<file path="config.mk">
export PLATFORM = sky130hd
export DESIGN_NAME = return_address_stack
export DESIGN_NICKNAME = d
export VERILOG_FILES = /design/src/include/bpu_cfg.svh /design/src/hw/return_address_stack.sv
export SDC_FILE = /design/constraint.sdc
export NUM_CORES = 1
export LEC_CHECK = 0
export BUFFER_PORTS_ARGS = -buffer_cell sky130_fd_sc_hd__buf_2
export CAP_MARGIN = 20
export CORE_AREA = 2 2 197 199
export CTS_BUF_LIST = sky130_fd_sc_hd__clkbuf_2
export CTS_CLUSTER_DIAMETER = 40
export DETAILED_ROUTE_END_ITERATION = 6
export DIE_AREA = 0 0 199 201
export PLACE_DENSITY = 0.46
export SLEW_MARGIN = 5
export SYNTH_ARGS = -nofsm -noshare
export SYNTH_HDL_FRONTEND = slang
export SYNTH_SLANG_ARGS = --single-unit
</file>
<file path="constraint.sdc">
create_clock -name clk -period 3.4 [get_ports clk]
set_input_delay 0.17 -clock clk [delete_from_list [all_inputs] [get_ports clk]]
set_output_delay 0.17 -clock clk [all_outputs]
set_load 0.01 [all_outputs]
</file>
<file path="src/include/bpu_cfg.svh">
/*
 * Branch prediction unit configuration
 * Table sizes, return stack depth and the fetch address after reset
 */

`ifndef BPU_CFG_SVH
`define BPU_CFG_SVH

// BTB set index bits per bank
// 64 sets
`define BPU_BTB_ADDR_WIDTH 6

// Index bits of one pattern counter bank
// 128 counters per bank
`define BPU_PHT_ADDR_WIDTH 7

// Return stack entries, power of two
`define BPU_RAS_DEPTH 8
`define BPU_RAS_PTR_WIDTH $clog2(`BPU_RAS_DEPTH)

// First fetch address out of reset
`define BPU_RESET_PC 32'h1c00_0000

`endif

</file>
<file path="src/hw/return_address_stack.sv">
/*
 * Return address stack
 * Circular buffer of word addresses, oldest entry lost on overflow
 * Pointer restore from the back end wins over push and pop
 */

`timescale 1ns/100ps

module return_address_stack #(
  parameter int DEPTH = 8
) (
  input  logic                     clk,
  input  logic                     rst_n,
  input  logic                     push_i,
  input  logic                     pop_i,
  input  logic                     restore_i,
  // Return point of a predicted call
  input  logic [31:2]              push_addr_i,
  // Pointer captured with the mispredicted packet
  input  logic [$clog2(DEPTH)-1:0] restore_ptr_i,
  // Current top, combinational
  output logic [31:2]              top_o,
  output logic [$clog2(DEPTH)-1:0] ptr_o
);

  localparam int PTR_WIDTH = $clog2(DEPTH);

  logic [31:2]          stack_q [DEPTH];
  logic [PTR_WIDTH-1:0] ptr_q;
  logic [PTR_WIDTH-1:0] ptr_inc;
  logic [PTR_WIDTH-1:0] ptr_dec;

  // Pointer arithmetic wraps at DEPTH
  assign ptr_inc = ptr_q + 1'b1;
  assign ptr_dec = ptr_q - 1'b1;

  // ==================================================
  // Stack and pointer
  // ==================================================

  always_ff @(posedge clk or negedge rst_n) begin
    if (!rst_n) begin
      ptr_q <= '0;
      for (int i = 0; i < DEPTH; i++) begin
        stack_q[i] <= '0;
      end
    end else if (restore_i) begin
      // Entries above the restored pointer stay as they are
      ptr_q <= restore_ptr_i;
    end else if (push_i) begin
      ptr_q            <= ptr_inc;
      stack_q[ptr_inc] <= push_addr_i;
    end else if (pop_i) begin
      ptr_q <= ptr_dec;
    end
  end

  // Top of stack
  assign top_o = stack_q[ptr_q];
  assign ptr_o = ptr_q;

endmodule

</file>
* Word level (Yosys, flattened, before mapping) *
Index checks and enable logic that the tools add are counted.
W data, S select, Z words.

storage, ports and cells
  register bits after elaboration = 243
  memory bits (read-only) = 0
  latch bits = 0
  RAM bits = 0
  bits of input ports = 38
  output and inout port bits = 33
  word-level logic and storage cells = 29
  memories = 0

operators by class
  order comparisons = 3
  shift-type cells = 0
  divide/modulo/power cells = 0
  eq/ne operators = 0
  multiply operators = 0
  bitwise gates (word level) = 3
  $add $sub $neg = 2
  multiplexer cells = 9
  reduce and logical (&&, ||, !) cells = 3

operators by type and width
  kind                   number
  $bwmux W240            1
  $bmux W30 S3           1
  $demux W30 S3          1
  $mux W30               3
  $mux W3                3
  $ge A4 B4 Y1 const B   2
  $not A3 Y4             2
  $lt A4 B1 Y1 const B   1
  $add A3 B1 Y3 const B  1
  $reduce_bool A3 Y1     1
  $sub A3 B1 Y3 const B  1
  $reduce_and A2 Y1      1
  $logic_and A1 B1 Y1    1
  $not A1 Y1             1

* Logic depth before layout (Yosys ltp) *
  depth after elaboration = 7
  depth in mapped cells = 8
  depth with buffers taken out = 5

* Worst setup path before layout *
No wires, ideal clock.

  path type = reg-to-reg
  start = register ptr_q[1] (netlist: ptr_o[1])
  end = register stack_q[100] (netlist bit)
  library setup time = 125 ps
  path buffers = 3
  stages on the path, launching flop included = 9
  path slack = 1025 ps
  required time = 3275 ps
  period minus slack after synthesis = 2375 ps
  arrival = 2250 ps
  path through = dfrtp_1 clkbuf_1 clkbuf_1 inv_1 ha_1 and4bb_2 nand2_1 buf_2 mux2_2

on the way
  word-level cells in the longest chain between the ends = 7
  elaborated cells on any way between the ends = 8
  those cells by class = 1 x add/sub; 2 x order compare; 3 x mux; 1 x bitwise; 1 x reduce/logical

RTL lines
  item                                                                line                        RTL
  start, declared                                                     return_address_stack.sv:29  logic [PTR_WIDTH-1:0] ptr_q;
  start signal, assigned                                              return_address_stack.sv:49  ptr_q <= restore_ptr_i;
  start signal, assigned                                              return_address_stack.sv:51  ptr_q <= ptr_inc;
  start signal, assigned                                              return_address_stack.sv:54  ptr_q <= ptr_dec;
  $add A3 B1 Y3 *                                                     return_address_stack.sv:34  assign ptr_inc = ptr_q + 1'b1;
  $not A3 Y4 (not written as such) *                                  return_address_stack.sv:52  stack_q[ptr_inc] <= push_addr_i;
  $ge A4 B4 Y1 (not written as such) or $lt A4 B1 Y1 (tied branches)  return_address_stack.sv:52
  $logic_and A1 B1 Y1 (not written as such)                           return_address_stack.sv:52
  $mux W30 (not written as such)                                      return_address_stack.sv:52
  $demux W30 S3 *                                                     return_address_stack.sv:52
  $bwmux W240 *                                                       return_address_stack.sv:52
  end signal, assigned by index                                       return_address_stack.sv:52
  end, declared                                                       return_address_stack.sv:28  logic [31:2] stack_q [DEPTH];

Every way passes the cells marked *; elsewhere a longest branch is shown, timed or not.
A chain may end at the register's enable or synchronous reset.

* Worst setup path after layout *
  start = register ptr_q[0] (netlist: ptr_o[0])
  end = output top_o[12] (netlist bit)

on the way
  word-level cells in the longest chain between the ends = 4

RTL lines
  item                                          line                        RTL
  $not A3 Y4 (not written as such)              return_address_stack.sv:59  assign top_o = stack_q[ptr_q];
  $bmux W30 S3                                  return_address_stack.sv:59
  $mux W30 (not written as such) (2 in series)  return_address_stack.sv:59
  end, declared                                 return_address_stack.sv:22  output logic [31:2] top_o,

No other way between the ends. The select of a mux whose other input is x is not followed.

==> results.cfg <==
[run_status]
status = finished, final reports clean

[worst_setup_path]
path_cells = buf_6 -> mux4_1 -> mux2_2 -> buf_2
critical_path_class = reg2out
crit_family = multiplexers
max_stage_delay_ns = 0.65
rr_worst_depth = 5
critPathSlowestCell = dfrtp_4
cp_max_fo = 18
arrival_ns = 2.98
crit_required_ns = 3.23
critPathBufInv = 2
critPathLaunchType = flop
cp-end-kind = primary output
cp.depth = 4
reg2reg_setup_slack_ns = 0.58

[clock_network]
cts_made_buffers = 76
cts_tree = done
clockBufferDepth = 3
clk-insertion-delay-late_ns = 0.90
clock-sinks = 243
cts_root_buf = clkbuf_2
cts_htree_levels = 3
cts.clk_slew.worst_paths_ns = 0.10

[pwr]
p_leak_nw = 6.07
power_density_nw_per_um2 = 781
vdd_drop_max_mv = 0.322

[sta]
tns_ns = 0
fmax_ghz = 0.317
finalCritPeriodShare = 0.927
setup_slack_ns = 0.249
relSlewSlack = 0.370
setup_viol = 0
fin_crit_ns = 3.15
skew_ns = 0.0611
rsz0062_at_grt = false
slew_violations = 0
finalHoldViolCount = 0
worst-slew-pin-transition_ns = 0.945

[global_routing]
grt_max_degree = 118
antenna_found_initial = 2
grt_usage = 0.142
grt_first_pass_wirelength_um = 43000
overflow = 0
grt_pass1_vias = 7431

[synthesis]
synth_commonest_cells = mux2_2 (264), dfrtp_1 (243), mux4_1 (60)
synth_cell_types = 24
synth_warnings = 0
postSynthCellCount = 649
synth_edf_count = 0
synth_area_um2 = 11300
synth_area_leaders = dfrtp_1 (54%), mux2_2 (26%), mux4_1 (14%)
async_flop_share = 1.00
yosysSeqAreaShare = 0.540
synth_ff_type = dfrtp_1
yosys.area.top_type_share = 0.540
syn_avg_cell_area_um2 = 17.4
synth-seq-cells = 243
synth_area_leader_cell = dfrtp_1
synth_nets = 689
yosysMostFrequentCell = mux2_2

[job]
maxCapViolCount = 0

[place]
post-place-ws_ns = 0.624
gp_congestion = 0.681
numPortBuffers = 70
dpl.hpwl_um = 16800

[detailed_routing]
first_pass_iters = 4
wl_um = 26800
routed-via-count = 6533
drt-initial-drc-count = 185
drtAntennaViolNets = 0
wire_per_inst_um = 19.2
viasPerCell = 4.67
drc = 0

[floorplan]
io_pins = 71
core_area_um2 = 38100
fp.dieH_um = 201
dieArea_um2 = 40000
fp.dieW_um = 199
rows = 72
initial_core_util = 0.296

[hold_path]
hold_path_class = in2reg
holdPathStages = 3

[final_layout]
area_growth_pct = 18.6
layout-drive-gt1-share = 0.560
nNetsFinal = 861
[layout by cell type (no fill, tap or decap), types with 2 or more instances in the layout]
cell and n:
and4bb_2 2, mux2_2 264, clkbuf_2 106, inv_1 2
inv_2 2, nand2_2 6, buf_12 5, ha_1 2
dlygate4sd3_1 46, clkinv_1 19, dfrtp_1 240, mux2_4 6
buf_2 69, o21ai_0 2, buf_4 16, nor2_4 2
nand2_1 4, dfrtp_2 2, clkinv_2 6, xnor2_1 2
diode_2 3, mux4_1 60
[metal layers]
layer / up-vias / routed length, µm / GRT usage
met4: 2 / 680 / 0.0605
li1: 2890 / - / -
met5: - / 17 / 0
met1: 3449 / 11500 / 0.174
met3: 61 / 1210 / 0.0395
met2: 131 / 13400 / 0.235
[worst min-delay path: cells and delay by family]
kind,cells,cell delay (ns)
mux,1,0.16
buf+inv,2,0.68
[cells by family (layout without fill, tap and decap cells)]
group                      after synthesis  count (layout)  share of synthesized area
other                                    0               3                          0
xor gates and xnor gates                 3               3                    0.00233
adders and majority gates                2               2                    0.00222
muxes                                  330             330                      0.412
AOI/OAI and AO/OA                        5               5                    0.00300
DFF                                    243             243                      0.540
and+or+nand+nor                         20              20                     0.0115
buffers and inverters                   46             275                     0.0296
[stage by stage]
| stage | power [mW] | util | hold WS [ns] | instance area (µm²) | cells |
|---|---|---|---|---|---|
| 2_1_floorplan | 7.23 | - | -0.126 | 11300 | 649 |
| 3_3_place_gp | 8.06 | 0.320 | 0.322 | 12200 | 1215 |
| 3_5_place_dp | 8.30 | 0.320 | 0.342 | 12200 | 1215 |
| 4_1_cts | 10.7 | 0.350 | 0.00638 | 13400 | 1396 |
| 5_1_grt | 11.2 | 0.351 | 0.0423 | 13400 | 1397 |
| 6_report | 10.4 | 0.351 | 0.126 | 13400 | 1399 |
[area by class of cell]
cell class | instances | area [µm²]
fill | 3677 | 24700
sequential | 243 | 6090
multi-input combinational | 360 | 4880
timing repair buffer | 138 | 1050
tap | 518 | 648
clock buffer | 106 | 531
clock inverter | 29 | 146
inverter | 2 | 7.51
antenna | 3 | 7.51
[power by group]
part | total [mW] | internal [mW] | switching [mW]
combinational | 3.26 | 2.11 | 1.15
clock | 2.21 | 0.924 | 1.29
sequential | 4.96 | 4.30 | 0.661
total | 10.4 | 7.33 | 3.10
[final timing paths]
kind,endpoint,startpoint
worst min register to register,stack_q[65],stack_q[65]
worst max-delay path,top_o[12],ptr_o[0]
max in group asynchronous,stack_q[168],rst_n
worst min-delay path,stack_q[166],push_addr_i[18]
min in group asynchronous,stack_q[80],rst_n
worst max register to register,stack_q[219],ptr_o[0]
[registers in the layout (all words and copies together), names as in the netlist]
register	cells
ptr_o	3
stack_q	240
[what timing repair did]
item                       in CTS  in global routing
resized for setup               3                  1
hold endpoints to repair      481                  0
setup endpoints to repair      16                  1
hold buffers                   46                  0
pin swaps                       0                  0
buffers inserted                0                  0
Note: power is estimated with default switching activity, not from simulation.
