`src/include/bpu_cfg.svh`:
```
/*
 * Branch prediction unit configuration
 * Table sizes, return stack depth and the fetch address after reset
 */

`ifndef BPU_CFG_SVH
`define BPU_CFG_SVH

// BTB set index bits per bank
// 64 sets
`define BPU_BTB_ADDR_WIDTH 6

// Index bits of one pattern counter bank
// 128 counters per bank
`define BPU_PHT_ADDR_WIDTH 7

// Return stack entries, power of two
`define BPU_RAS_DEPTH 8
`define BPU_RAS_PTR_WIDTH $clog2(`BPU_RAS_DEPTH)

// First fetch address out of reset
`define BPU_RESET_PC 32'h1c00_0000

`endif

```
`src/hw/bpu_pkg.sv`:
```
/*
 * Branch prediction types
 * Branch kind encoding and the 2-bit pattern counter with its update rule
 */

package bpu_pkg;

  // Branch kind as stored in the BTB
  typedef enum logic [1:0] {
    BR_NONE   = 2'b00,
    BR_COND   = 2'b01,
    BR_CALL   = 2'b10,
    BR_RETURN = 2'b11
  } br_type_e;

  // Saturating counter
  // Upper bit set predicts taken
  typedef logic [1:0] counter_t;

  // Weakly not taken
  localparam counter_t CNT_RESET = 2'b01;

  // One step towards the outcome, clamped to 0..3
  function automatic counter_t cnt_update(counter_t cnt, logic taken);
    counter_t res;
    res = cnt;
    if (taken && cnt != 2'b11) begin
      res = cnt + 2'd1;
    end else if (!taken && cnt != 2'b00) begin
      res = cnt - 2'd1;
    end
    return res;
  endfunction

endpackage

```
`src/hw/pattern_history_table.sv`:
```
/*
 * Pattern history table bank
 * 2-bit saturating counters, one cycle read, training write at the edge
 */

`timescale 1ns/100ps

module pattern_history_table #(
  parameter int ADDR_WIDTH = 7
) (
  input  logic                  clk,
  input  logic                  rst_n,
  // Training port
  input  logic                  we_i,
  input  logic                  taken_i,
  input  bpu_pkg::counter_t     counter_i,
  // Index of the packet being read and of the trained branch
  input  logic [ADDR_WIDTH-1:0] rindex_i,
  input  logic [ADDR_WIDTH-1:0] windex_i,
  // Counter of the read index, one cycle later
  output bpu_pkg::counter_t     counter_o
);

  localparam int ENTRIES = 1 << ADDR_WIDTH;

  bpu_pkg::counter_t table_q [ENTRIES];

  // ==================================================
  // Counter array
  // ==================================================

  // Update is based on the counter the back end saw at prediction time
  // so a stale read never moves the counter twice
  always_ff @(posedge clk or negedge rst_n) begin
    if (!rst_n) begin
      for (int i = 0; i < ENTRIES; i++) begin
        table_q[i] <= bpu_pkg::CNT_RESET;
      end
    end else if (we_i) begin
      table_q[windex_i] <= bpu_pkg::cnt_update(counter_i, taken_i);
    end
  end

  // ==================================================
  // Registered read
  // ==================================================

  // Same-cycle write is not forwarded
  always_ff @(posedge clk or negedge rst_n) begin
    if (!rst_n) begin
      counter_o <= bpu_pkg::CNT_RESET;
    end else begin
      counter_o <= table_q[rindex_i];
    end
  end

endmodule

```
`config.mk`:
```
export PLATFORM = sky130hd
export DESIGN_NAME = pattern_history_table
export DESIGN_NICKNAME = d
export VERILOG_FILES = /design/src/include/bpu_cfg.svh /design/src/hw/bpu_pkg.sv /design/src/hw/pattern_history_table.sv
export SDC_FILE = /design/constraint.sdc
export NUM_CORES = 1
export LEC_CHECK = 0
export BUFFER_PORTS_ARGS = -buffer_cell sky130_fd_sc_hd__buf_2
export CAP_MARGIN = 30
export CORE_MARGIN = 2
export CORE_UTILIZATION = 45
export DETAILED_ROUTE_END_ITERATION = 7
export PLACE_DENSITY = 0.67
export SETUP_SLACK_MARGIN = 0.15
export SYNTH_ARGS = -nofsm -noshare
export SYNTH_HDL_FRONTEND = slang
export SYNTH_SLANG_ARGS = --single-unit
```
`constraint.sdc`:
```
create_clock -name clk -period 6.3 [get_ports clk]
set_input_delay 1.575 -clock clk [delete_from_list [all_inputs] [get_ports clk]]
set_output_delay 1.575 -clock clk [all_outputs]
set_load 0.05 [all_outputs]
```
* After elaboration in Yosys (flattened, before gate mapping)
Cells that the tools add are included.
** Storage, ports and cells
- Flip-flop bits (word level) :: 258
- Word-level logic and storage cells :: 151
** Cells by class
- $add $sub $neg :: 2
- Order comparisons :: 3
- Equal/unequal tests :: 1
- Multiplexer cells :: 9
- Bitwise operators :: 2
- Reductions and logical operators :: 5
** Operators with widths (count)
- $bwmux 256 :: 1
- $ge 8x8->1 const B :: 2
- $not 7->8 :: 2
- $bmux 2 s7 :: 1
- $demux 2 s7 :: 1
- $mux 2 :: 6
- $lt 8x1->1 const B :: 1
- $logic_and 1x1->1 :: 3
- $add 2x1->2 const B :: 1
- $ne 2x2->1 const B :: 1
- $reduce_bool 2->1 :: 1
- $sub 2x1->2 const B :: 1
- $logic_not 1->1 :: 1

* Logic depth before layout (Yosys ltp)
Gate-level depths: netlist of run 1.
- Depth after elaboration :: 6
- Mapped depth :: 8
- Gate-level depth less buffers :: 5

* Least setup slack after synthesis of run 1
No wires, ideal clock.
- Path type :: input to register
- Start point :: input rindex_i[2]
- End point :: register counter_o[1]
- Arrival :: 3554 ps
- Required time :: 6161 ps
- Path slack :: 2608 ps
- Stages :: 8
- Buffers on the path :: 3
- Cells stage by stage :: clkbuf_1 buf_2 clkbuf_1 mux4_2 mux2_2 o22ai_1 nor3_1 or4_1
** On the way
- Cells in the longest elaborated chain, start to end :: 4
** Ends and longest elaborated chain
- start, declared :: line pattern_history_table.sv:18 : input logic [ADDR_WIDTH-1:0] rindex_i,
- $not 7->8 (not written as such) :: line pattern_history_table.sv:53 : counter_o <= table_q[rindex_i];
- $bmux 2 s7 :: line pattern_history_table.sv:53
- $mux 2 (not written as such) (2 in series) :: line pattern_history_table.sv:53
- end signal, assigned :: line pattern_history_table.sv:51 : counter_o <= bpu_pkg::CNT_RESET;
- end signal, assigned :: line pattern_history_table.sv:53
- end, declared :: line pattern_history_table.sv:21 : output bpu_pkg::counter_t counter_o
Every way passes these cells. The select of a mux whose other input is x is not followed.
A chain may end at the register's enable or synchronous reset.

* Worst setup path after layout of run 1
Ends and elaborated chain as after synthesis.

==> results of run 1 <==
through the flow:
stage          hold WS (ns)  setup WS, ns  power [uW]  utilization
6_report              0.476          2.41        4160        0.513
5_1_grt               0.494          2.38        4350        0.513
4_1_cts               0.480          2.47        4190        0.513
3_5_place_dp          0.470          1.91        2530        0.478
3_3_place_gp          0.458          1.91        2510        0.474
2_1_floorplan         0.442          2.61        2350            -
power by group through the flow:
stage          clock (uW)  combinational, uW  sequential [uW]
5_1_grt              1760                561             2030
6_report             1650                501             2010
4_1_cts              1680                504             2010
2_1_floorplan           0                355             1990
3_5_place_dp            0                504             2030
3_3_place_gp            0                481             2030
cell usage in the layout (no fill, tap or decap), drive strengths merged, types with 2 or more instances in the layout:
master | synthesis | layout
nor2b | 8 | 8
a22oi | 16 | 16
nor3 | 17 | 17
or4 | 2 | 2
nor4 | 7 | 7
buf | 16 | 38
ha | 2 | 2
dfrtp | 129 | 129
nand3 | 7 | 7
clkinvlp | 0 | 3
nand4 | 3 | 3
nor2 | 169 | 169
nand2b | 11 | 11
bufinv | 0 | 3
o21ai | 144 | 144
a21oi | 121 | 121
and3 | 2 | 2
inv | 2 | 2
nand2 | 221 | 221
clkbuf | 46 | 39
mux2i | 33 | 33
dfstp | 129 | 129
mux2 | 8 | 8
o22ai | 8 | 8
nand4b | 2 | 2
clkinv | 0 | 6
diode | 0 | 2
mux4 | 56 | 56
per-layer routing:
metal | GRT usage | vias up | share of wire
li1 | - | 4087 | -
met2 | 0.334 | 257 | 0.45
met1 | 0.324 | 4302 | 0.46
met5 | 0 | - | 0
met3 | 0.0392 | 52 | 0.064
met4 | 0.0630 | 0 | 0.023
worst max-delay path by stage:
stage	start	endpoint	slack, ns
2_1_floorplan	rindex_i[2]	counter_o[1]	2.61
3_3_place_gp	rindex_i[2]	counter_o[1]	1.91
3_5_place_dp	rindex_i[2]	counter_o[1]	1.91
4_1_cts	rindex_i[2]	counter_o[1]	2.47
5_1_grt	rindex_i[2]	counter_o[1]	2.38
6_report	rindex_i[2]	counter_o[1]	2.41
worst max-delay path, cell delays in order:
cell	delay [ns]
buf_2	0.47
buf_4	0.49
mux4_2	0.36
mux4_2	0.47
o22ai_1	0.33
nor3_1	0.09
or4_1	0.49
cells in the mapped netlist, types with 11 or more instances:
cell type,number
a21oi_1,121
a22oi_1,16
clkbuf_1,46
dfrtp_1,129
dfstp_2,129
mux2i_1,33
mux4_2,47
nand2_1,221
nand2b_1,11
nor2_1,169
nor3_1,17
o21ai_0,144
state kept, by name (all words and copies together) (netlist names):
name	count
table_q	256
counter_o	2
logic make-up (layout without fill, tap and decap cells):
kind of cell,count (synthesis),count (layout),synth area share
xor gates and xnor gates,1,1,0.000732
buffers and inverters,64,91,0.0233
adders and majority gates,2,2,0.00209
muxes,97,97,0.143
AOI/OAI and AO/OA,289,289,0.125
and+or+nand+nor,452,452,0.153
DFF,258,258,0.553
other,0,2,0
cell type report:
cell class                 count  area share
timing repair buffer          38      0.0218
antenna                        2    0.000374
tap                          335      0.0313
multi-input combinational    841       0.382
sequential                   258       0.495
clock inverter                12      0.0107
inverter                       2    0.000561
clock buffer                  39      0.0586
==> results by group, run 1 <==
Synth
  • Distinct cells, synth: 32
  • Syn. warnings: 0
  • Syn_area_per_cell: 10.3 um^2
  • Synth top area cells: dfstp_2 (28%), dfrtp_1 (27%), mux4_2 (8.8%)
  • Seq cells post-synth: 258
  • Sequential share of the synthesized area: 0.553
  • Top_reg_cell synth: dfstp_2
  • EDFF count, synth: 0
  • Async SR Flop Fraction: 1.00
  • Synth top area share: 0.283
  • Post-Syn Area: 12,000 um^2
  • Cell accounting for the most synthesized area: dfstp_2
  • Cells after synthesis: 1,163
  • Syn_nets: 1,185

Floorplan
  • Core box area: 26,100 um^2
  • I/O pin cnt: 22
  • Die area: 27,900 um^2
  • DIE HEIGHT: 167 um
  • Starting Density: 0.459
  • Die width: 167 um
  • Rows: 59

Clock tree
  • # resized after CTS: 0
  • CTS buffer count: 28
  • Clock transition at the registers of the reported paths: 0.06 ns
  • CTS H-Tree Depth: 1
  • Cts hold-fix bufs: 0
  • CTS Buffer Depth: 3
  • Clock tree sinks: 258
  • Insertion delay of the later-clocked pin in the worst-skew pair: 0.54 ns
  • CTS Root Cell: clkbuf_16
  • CTS tree: yes
  • Post-CTS Setup Inserts: 0

GRT
  • Vias in the first global route: 8,726
  • First-pass GRT wire length: 49,100 um
  • Total GRT Usage: 0.219
  • Largest net degree at the start of global routing: 133
  • Grt ovf: 0
  • Initial antenna violation count: 2

Power and ir drop
  • Combinational share of power: 0.120
  • Int Pwr: 3100 uW
  • Clk pwr share: 0.397
  • Seq pwr share: 0.483
  • Switching share of power: 0.255
  • IR Drop Worst-Case VDD: 0.250 mV
  • Leakage power: 0.00540 uW
  • PwrDens: 311 nW/um^2
  • Switching pwr: 1060 uW

STA
  • Worst-margin pin slew: 1.02 ns
  • Fin crit share: 0.618
  • Unrepaired setup endpoints after global routing: no
  • TNS Setup: 0 ns
  • Final-report hold violation count: 0
  • Fmax: 257 MHz
  • Tmin final: 3.89 ns
  • Setup Viol. Count Final: 0
  • Worst rel slew slack: 0.319
  • Clock skew: 0.00730 ns
  • Final Max Tran Viols: 0

Final layout
  • Final Non-Filler Cells: 1,527
  • Area Growth Syn to Fin: 11.7%
  • Post-route cell area: 13,400 um^2
  • Ratio of cells with drive above 1 in the final layout: 0.228
  • Footprint of the multi-input gates: 5110 um^2
  • Layout Nets: 1,191
  • # fillers: 2,282
  • Reg area: 6620 um^2

Worst setup path
  • R2R Path End: counter_o[1]
  • Reg2reg setup slack: 3.93 ns
  • Critical-path maximum fanout: 30
  • CP startpoint kind: input pin
  • Worst Setup End Kind: register
  • WP data arrival: 4.29 ns
  • Cells on worst reg2reg path: 5
  • WS Path Type: input pin to register
  • Required @ worst endpoint: 6.70 ns
  • R2R Path Start: table_q[249]

Hold path
  • Hold path endpoint: table_q[202]
  • Hold/Removal Path Class: register to register
  • Hold path depth: 2
  • Hold wc startpoint: table_q[202]

Route
  • Vias: 8,698
  • DRT iter0 DRCs: 772
  • Drc violations: 0
  • DR WL/cell: 19.7 um
  • Routed Antenna Nets: 0
  • WL final: 30,000 um
  • Vias per inst: 5.70
  • Pre-antenna DRT Iters: 5

Flow run
  • Max Cap Viol: 0

Status
  • Status: complete, no violations

Place
  • Placed cells: 1,474
  • Post-DP HPWL: 19,800 um
  • I/O Buffers: 21
  • GPL Wtd Cong: 0.837
  • Placed inst area: 12,400 um^2
Note: power is estimated with default switching activity, not from simulation.
==> run 2, diff against run 1 <==
PLACE_DENSITY = 0.7   (was 0.67)
clock period = 3.5 ns   (was 6.3 ns; I/O delays follow)
==> results by group, run 2 (synthesis results as in run 1) <==
Clock tree
  • CTS tree: yes
  • Cts hold-fix bufs: 0 (unchanged)
  • CTS buffer count: 27 (-3.6%)
  • Insertion delay of the later-clocked pin in the worst-skew pair: 0.53 ns (about the same)
  • # resized after CTS: 0 (unchanged)
  • Clock transition at the registers of the reported paths: 0.06 ns (about the same)
  • CTS Root Cell: clkbuf_16
  • Clock tree sinks: 258 (unchanged)
  • CTS H-Tree Depth: 1 (unchanged)
  • Post-CTS Setup Inserts: 0 (unchanged)
  • CTS Buffer Depth: 3 (unchanged)

STA
  • Tmin final: 2.80 ns
  • Worst-margin pin slew: 0.821 ns (-0.200 ns)
  • Final Max Tran Viols: 0 (unchanged)
  • Setup Viol. Count Final: 0 (unchanged)
  • Unrepaired setup endpoints after global routing: no
  • Final-report hold violation count: 0 (unchanged)
  • TNS Setup: 0 ns (unchanged)
  • Fmax: 358 MHz
  • Clock skew: 0.00753 ns (+0.000237 ns)
  • Worst rel slew slack: 0.448 (+0.129)
  • Fin crit share: 0.799

Floorplan
  • Die area: 27,900 um^2 (unchanged)
  • I/O pin cnt: 22 (unchanged)
  • Rows: 59 (unchanged)
  • Die width: 167 um (unchanged)
  • Starting Density: 0.459 (unchanged)
  • DIE HEIGHT: 167 um (unchanged)
  • Core box area: 26,100 um^2 (unchanged)

Final layout
  • Post-route cell area: 13,400 um^2 (+0.29%)
  • # fillers: 2,273 (-0.39%)
  • # diodes: 0 (-2)
  • Ratio of cells with drive above 1 in the final layout: 0.230 (+0.00227)
  • Most flop-heavy register: table_q
  • Max reg flops: 256 (unchanged)
  • Commonest cells after routing, fill and taps aside: nand2_1 (221), nor2_1 (169), o21ai_0 (144)
  • Commonest non-fill, non-tap cell in the layout: nand2_1
  • Area Growth Syn to Fin: 12.1%
  • Layout Nets: 1,202 (+0.92%)
  • Largest registers: table_q x256, counter_o x2

Place
  • Post-DP HPWL: 19,500 um (-1.5%)
  • Placed inst area: 12,600 um^2 (+1.0%)
  • I/O Buffers: 21 (unchanged)
  • GPL Wtd Cong: 0.841 (+0.37%)

Hold path
  • Hold/Removal Path Class: input pin to asynchronous set/reset pin

Power and ir drop
  • PwrDens: 543 nW/um^2 (+75%)
  • IR Drop Worst-Case VDD: 0.508 mV (+100%)
  • Leakage power: 0.00545 uW (+0.93%)

Worst setup path
  • CP Cell Sequence: buf_2 > mux4_2 > mux2_2 > o22ai_1 > nor4_1 > or4_1
  • CP max-delay cell: mux4_2
  • WP data arrival: 3.19 ns (-1.10 ns)
  • Critical-path maximum fanout: 20 (-33%)
  • Worst path max stage delay: 0.60 ns (+0.11 ns)
  • CP bufs+invs: 1 (-1)
  • Crit path max-delay family: multiplexers
  • CP startpoint kind: input pin
  • WS Path Type: input pin to register
  • Worst Setup End Kind: register
  • Required @ worst endpoint: 3.89 ns (-2.81 ns)

Route
  • Pre-antenna DRT Iters: 5 (unchanged)
  • Vias per inst: 5.79 (+1.7%)
  • WL final: 30,000 um (-0.24%)
  • Drc violations: 0 (unchanged)
  • DR WL/cell: 19.5 um (-0.76%)
  • Vias: 8,889 (+2.2%)
  • DRT iter0 DRCs: 774 (+0.26%)
  • Routed Antenna Nets: 0 (unchanged)

GRT
  • Met2 usage: 0.340 (+0.00626)
  • GR Util met3: 0.0383 (-0.000945)
  • Vias in the first global route: 8,786 (+0.69%)
  • Met1 GRT Util: 0.315 (-0.00949)
  • Largest net degree at the start of global routing: 129 (-3.0%)
  • Total GRT Usage: 0.217 (-0.00234)
  • Initial antenna violation count: 0 (-2)
  • Most used routing layer: met2
  • First-pass GRT wire length: 48,500 um (-1.2%)
  • Grt ovf: 0 (unchanged)

Flow run
  • Max Cap Viol: 0 (unchanged)

Status
  • Status: complete, no violations
[run 2: worst paths after layout]
check / depth (start not counted) / slack (ns) / start / end
worst max-delay path: 6 / 0.70 / rindex_i[1] / counter_o[1]
worst min-delay path: 1 / 0.36 / rst_n / table_q[221]
worst max register to register: 5 / 1.10 / table_q[249] / counter_o[1]
worst min register to register: 2 / 0.47 / table_q[243] / table_q[243]
max in group asynchronous: 2 / 2.24 / rst_n / table_q[188]
min in group clk: 2 / 0.47 / table_q[243] / table_q[243]
[run 2: worst register-to-register path: stages (launching register included)]
cell,delay [ns]
dfrtp_1,0.38
mux4_1,0.53
mux4_2,0.51
o22ai_1,0.25
nor4_1,0.09
or4_1,0.52
[run 2: cell type report]
cell class | count | area [um^2] | area share
inverters | 2 | 7.51 | 0.000560
repair buffers | 50 | 435 | 0.0325
multi-input cells | 841 | 5090 | 0.380
flip-flops and latches | 258 | 6620 | 0.493
clock inverters | 7 | 60.1 | 0.00448
clock buffers | 42 | 782 | 0.0583
well taps | 335 | 419 | 0.0312
[run 2: power by group]
group	leakage, uW	internal (uW)	switching [uW]	total, uW
Clock	0.000418	1600	1150	2750
Combinational	0.00195	386	538	924
Sequential	0.00308	3430	188	3620
Total	0.00545	5410	1870	7290
[run 2: metal layers]
metal	up-vias	part of all wire
met5	-	0
met4	0	0.024
li1	4137	-
met1	4406	0.44
met2	289	0.47
met3	57	0.066
[run 2: stage by stage]
step | power, uW | cells | worst slack [ns] | util | hold WS, ns
6_report | 7290 | 1535 | 0.704 | 0.515 | 0.358
5_1_grt | 7600 | 1535 | 0.641 | 0.515 | 0.389
4_1_cts | 7340 | 1535 | 0.747 | 0.515 | 0.366
3_5_place_dp | 4580 | 1486 | 0.193 | 0.482 | 0.466
3_3_place_gp | 4540 | 1486 | 0.222 | 0.482 | 0.455
2_1_floorplan | 4230 | 1163 | 0.508 | - | 0.442
==> run 3, diff against run 2 <==
ABC_AREA = 1   (was unset)
PLACE_DENSITY = 0.67   (was 0.7)
clock period = 2.7 ns   (was 3.5 ns; I/O delays follow)
==> results by group, run 3 <==
Synth
  • Async SR Flop Fraction: 1.00 (unchanged)
  • Synth cell count leaders: nand2_1 (615), nand3_1 (231), o21ai_0 (161), dfrtp_1 (129), dfstp_2 (129)
  • XOR/XNOR share of the synthesized area: 0 (-0.000732)
  • EDFF count, synth: 0 (unchanged)
  • Top_reg_cell synth: dfstp_2
  • Cell accounting for the most synthesized area: dfstp_2
  • Post-synthesis compound-gate area fraction: 0.104 (-0.0210)
  • Syn_area_per_cell: 7.87 um^2 (-24%)
  • Mux cell area share after synthesis: 0 (-0.143)
  • Synth top area share: 0.270 (-0.0132)
  • Top-count cell post-synth: nand2_1
  • Seq cells post-synth: 258 (unchanged)
  • Synth top area cells: dfstp_2 (27%), dfrtp_1 (26%), nand2_1 (18%)
  • Distinct cells, synth: 25 (-22%)
  • Area share of and/or/nand/nor cells after synthesis: 0.324 (+0.171)
  • Post-Syn Area: 12,600 um^2 (+4.9%)
  • Syn. warnings: 0 (unchanged)
  • Cells after synthesis: 1,595 (+37%)
  • Sequential share of the synthesized area: 0.527 (-0.0258)
  • Syn_nets: 1,617 (+36%)
  • Adder-cell share of the synthesized area: 0.00199 (-0.0000977)
  • Largest family of logic cells by synthesized area: simple AND/OR/NAND/NOR gates

Flow run
  • Max Cap Viol: 0 (unchanged)

STA
  • Clock skew: 0.0107 ns (+0.00321 ns)
  • Final-report hold violation count: 0 (unchanged)
  • Fin crit share: 0.748
  • Unrepaired setup endpoints after global routing: no
  • Tmin final: 2.02 ns
  • Setup slack after layout: 0.681 ns (-0.0230 ns)
  • TNS Setup: 0 ns (unchanged)
  • Fmax: 495 MHz
  • Setup Viol. Count Final: 0 (unchanged)
  • Final Max Tran Viols: 0 (unchanged)
  • Worst rel slew slack: 0.486 (+0.0376)
  • Worst-margin pin slew: 0.770 ns (-0.0510 ns)

Final layout
  • Area Growth Syn to Fin: 13.3%
  • Post-route cell area: 14,200 um^2 (+6.1%)
  • Reg area: 6620 um^2 (unchanged)
  • Largest registers: table_q x256, counter_o x2
  • Footprint of the multi-input gates: 5420 um^2 (+6.4%)
  • # fillers: 2,642 (+16%)
  • Post-layout util: 0.515 (about the same)
  • Commonest cells after routing, fill and taps aside: nand2_1 (614), nand3_1 (231), o21ai_0 (161)
  • Commonest non-fill, non-tap cell in the layout: nand2_1
  • # diodes: 0 (unchanged)
  • Most flop-heavy register: table_q
  • Layout Nets: 1,624 (+35%)
  • Max reg flops: 256 (unchanged)
  • Ratio of cells with drive above 1 in the final layout: 0.166 (-0.0637)

Worst setup path
  • Critical-path maximum fanout: 1 (-95%)
  • CP startpoint kind: register
  • WS Path Type: register to output port
  • Reg2reg setup slack: 1.25 ns (+0.15 ns)
  • Crit path max-delay family: flip-flops
  • CP bufs+invs: 1 (unchanged)
  • Worst path max stage delay: 0.55 ns (-0.05 ns)
  • CP max-delay cell: dfstp_2
  • WP data arrival: 1.34 ns (-1.85 ns)
  • CP Cell Sequence: buf_2
  • Required @ worst endpoint: 2.03 ns (-1.86 ns)
  • Worst Setup End Kind: output port

Place
  • GPL Wtd Cong: 0.862 (+2.5%)
  • I/O Buffers: 21 (unchanged)
  • Pre-CTS WS: 0.380 ns (+0.186 ns)
  • Placed inst area: 13,300 um^2 (+5.5%)
  • Post-DP HPWL: 22,000 um (+13%)

Floorplan
  • Die width: 171 um (+2.4%)
  • I/O pin cnt: 22 (unchanged)
  • Rows: 61 (+3.4%)
  • Starting Density: 0.455 (-0.00487)
  • DIE HEIGHT: 171 um (+2.4%)
  • Core box area: 27,600 um^2 (+6.0%)
  • Die area: 29,300 um^2 (+4.8%)

Route
  • Drc violations: 0 (unchanged)
  • Routed Antenna Nets: 0 (unchanged)
  • WL final: 34,600 um (+16%)
  • Vias: 10,963 (+23%)
  • DR WL/cell: 17.3 um (-11%)
  • Pre-antenna DRT Iters: 5 (unchanged)
  • DRT iter0 DRCs: 927 (+20%)
  • Vias per inst: 5.48 (-5.4%)

Power and ir drop
  • Leakage power: 0.00588 uW (+7.9%)
  • Final total power: 9810 uW (+35%)
  • PwrDens: 689 nW/um^2 (+27%)
  • IR Drop Worst-Case VDD: 0.457 mV (-10%)

GRT
  • Met1 GRT Util: 0.344 (+0.0295)
  • Total GRT Usage: 0.242 (+0.0249)
  • GR Util met3: 0.0359 (-0.00243)
  • Largest net degree at the start of global routing: 63 (-51%)
  • First-pass GRT wire length: 55,900 um (+15%)
  • Initial antenna violation count: 0 (unchanged)
  • Grt ovf: 0 (unchanged)
  • Vias in the first global route: 10,527 (+20%)
  • Most used routing layer: met2
  • Met2 usage: 0.384 (+0.0440)

Clock tree
  • Clock tree sinks: 258 (unchanged)
  • CTS tree: yes
  • CTS Buffer Depth: 3 (unchanged)
  • Clock transition at the registers of the reported paths: 0.06 ns (about the same)
  • Insertion delay of the later-clocked pin in the worst-skew pair: 0.54 ns (about the same)
  • CTS buffer count: 29 (+7.4%)
  • # resized after CTS: 0 (unchanged)
  • CTS H-Tree Depth: 1 (unchanged)
  • Post-CTS Setup Inserts: 0 (unchanged)
  • CTS Root Cell: clkbuf_16
  • Cts hold-fix bufs: 0 (unchanged)

Status
  • Status: complete, no violations

Hold path
  • Hold/Removal Path Class: input pin to asynchronous set/reset pin
-- run 3: cell types whose count changed after synthesis, sizes merged, moves of 31 or more --
cell	delta
a21oi	-74
o21ai	+70
nand2	+403
nand3	+224
nor2	-92
mux2i	-33
inv	+31
mux4	-56
-- run 3: stage by stage --
stage | hold WS [ns] | std cells
floorplan | 0.379 | 1595
global placement | 0.459 | 1949
detailed placement | 0.464 | 1949
CTS | 0.0770 | 2002
global route | 0.0885 | 2002
finish | 0.0722 | 2002
-- run 3: power breakdown --
part | internal, uW | switching [uW] | total [uW]
clock | 2410 | 1560 | 3970
sequential | 4390 | 214 | 4600
combinational | 422 | 813 | 1240
-- run 3: kinds of logic (layout without fill, tap and decap cells) --
kind of cell,after synthesis,count (layout)
simple gates,954,954
compound gates,261,261
flops,258,258
buf+inv,120,149
fa+ha+maj,2,2
-- run 3: worst paths after layout --
path | start | end | cells past startpoint
max | counter_o[0] | counter_o[0] | 1
min | rst_n | table_q[11] | 1
max reg2reg | table_q[224] | counter_o[0] | 10
min reg2reg | table_q[16] | table_q[16] | 2
max in group asynchronous | rst_n | table_q[32] | 2
min in group clk | rindex_i[6] | counter_o[0] | 3
-- run 3: worst register-to-register path: stages (launching register included) --
cell and delay, ns:
dfstp_2 0.53, nand2_1 0.05, nand3_1 0.09, nand3_1 0.10
nand3_1 0.20, nand2_1 0.07, nand2_1 0.06, nand3_1 0.08
nand2_1 0.07, nand2_1 0.05, nand2_1 0.07
-- run 3: layer usage --
| metal | vias to the layer above | routed length, um | share of wire |
|---|---|---|---|
| li1 | 5278 | - | - |
| met1 | 5327 | 15900 | 0.46 |
| met2 | 292 | 15800 | 0.46 |
| met3 | 66 | 1940 | 0.056 |
| met4 | 0 | 974 | 0.028 |
| met5 | - | 0 | 0 |
-- run 3: layout make-up --
class | count | area share
Tap cell | 378 | 0.0332
Clock inverter | 7 | 0.00624
Timing Repair Buffer | 62 | 0.0422
Multi-Input combinational cell | 1217 | 0.381
Sequential cell | 258 | 0.465
Clock buffer | 46 | 0.0618
Inverter | 34 | 0.0105
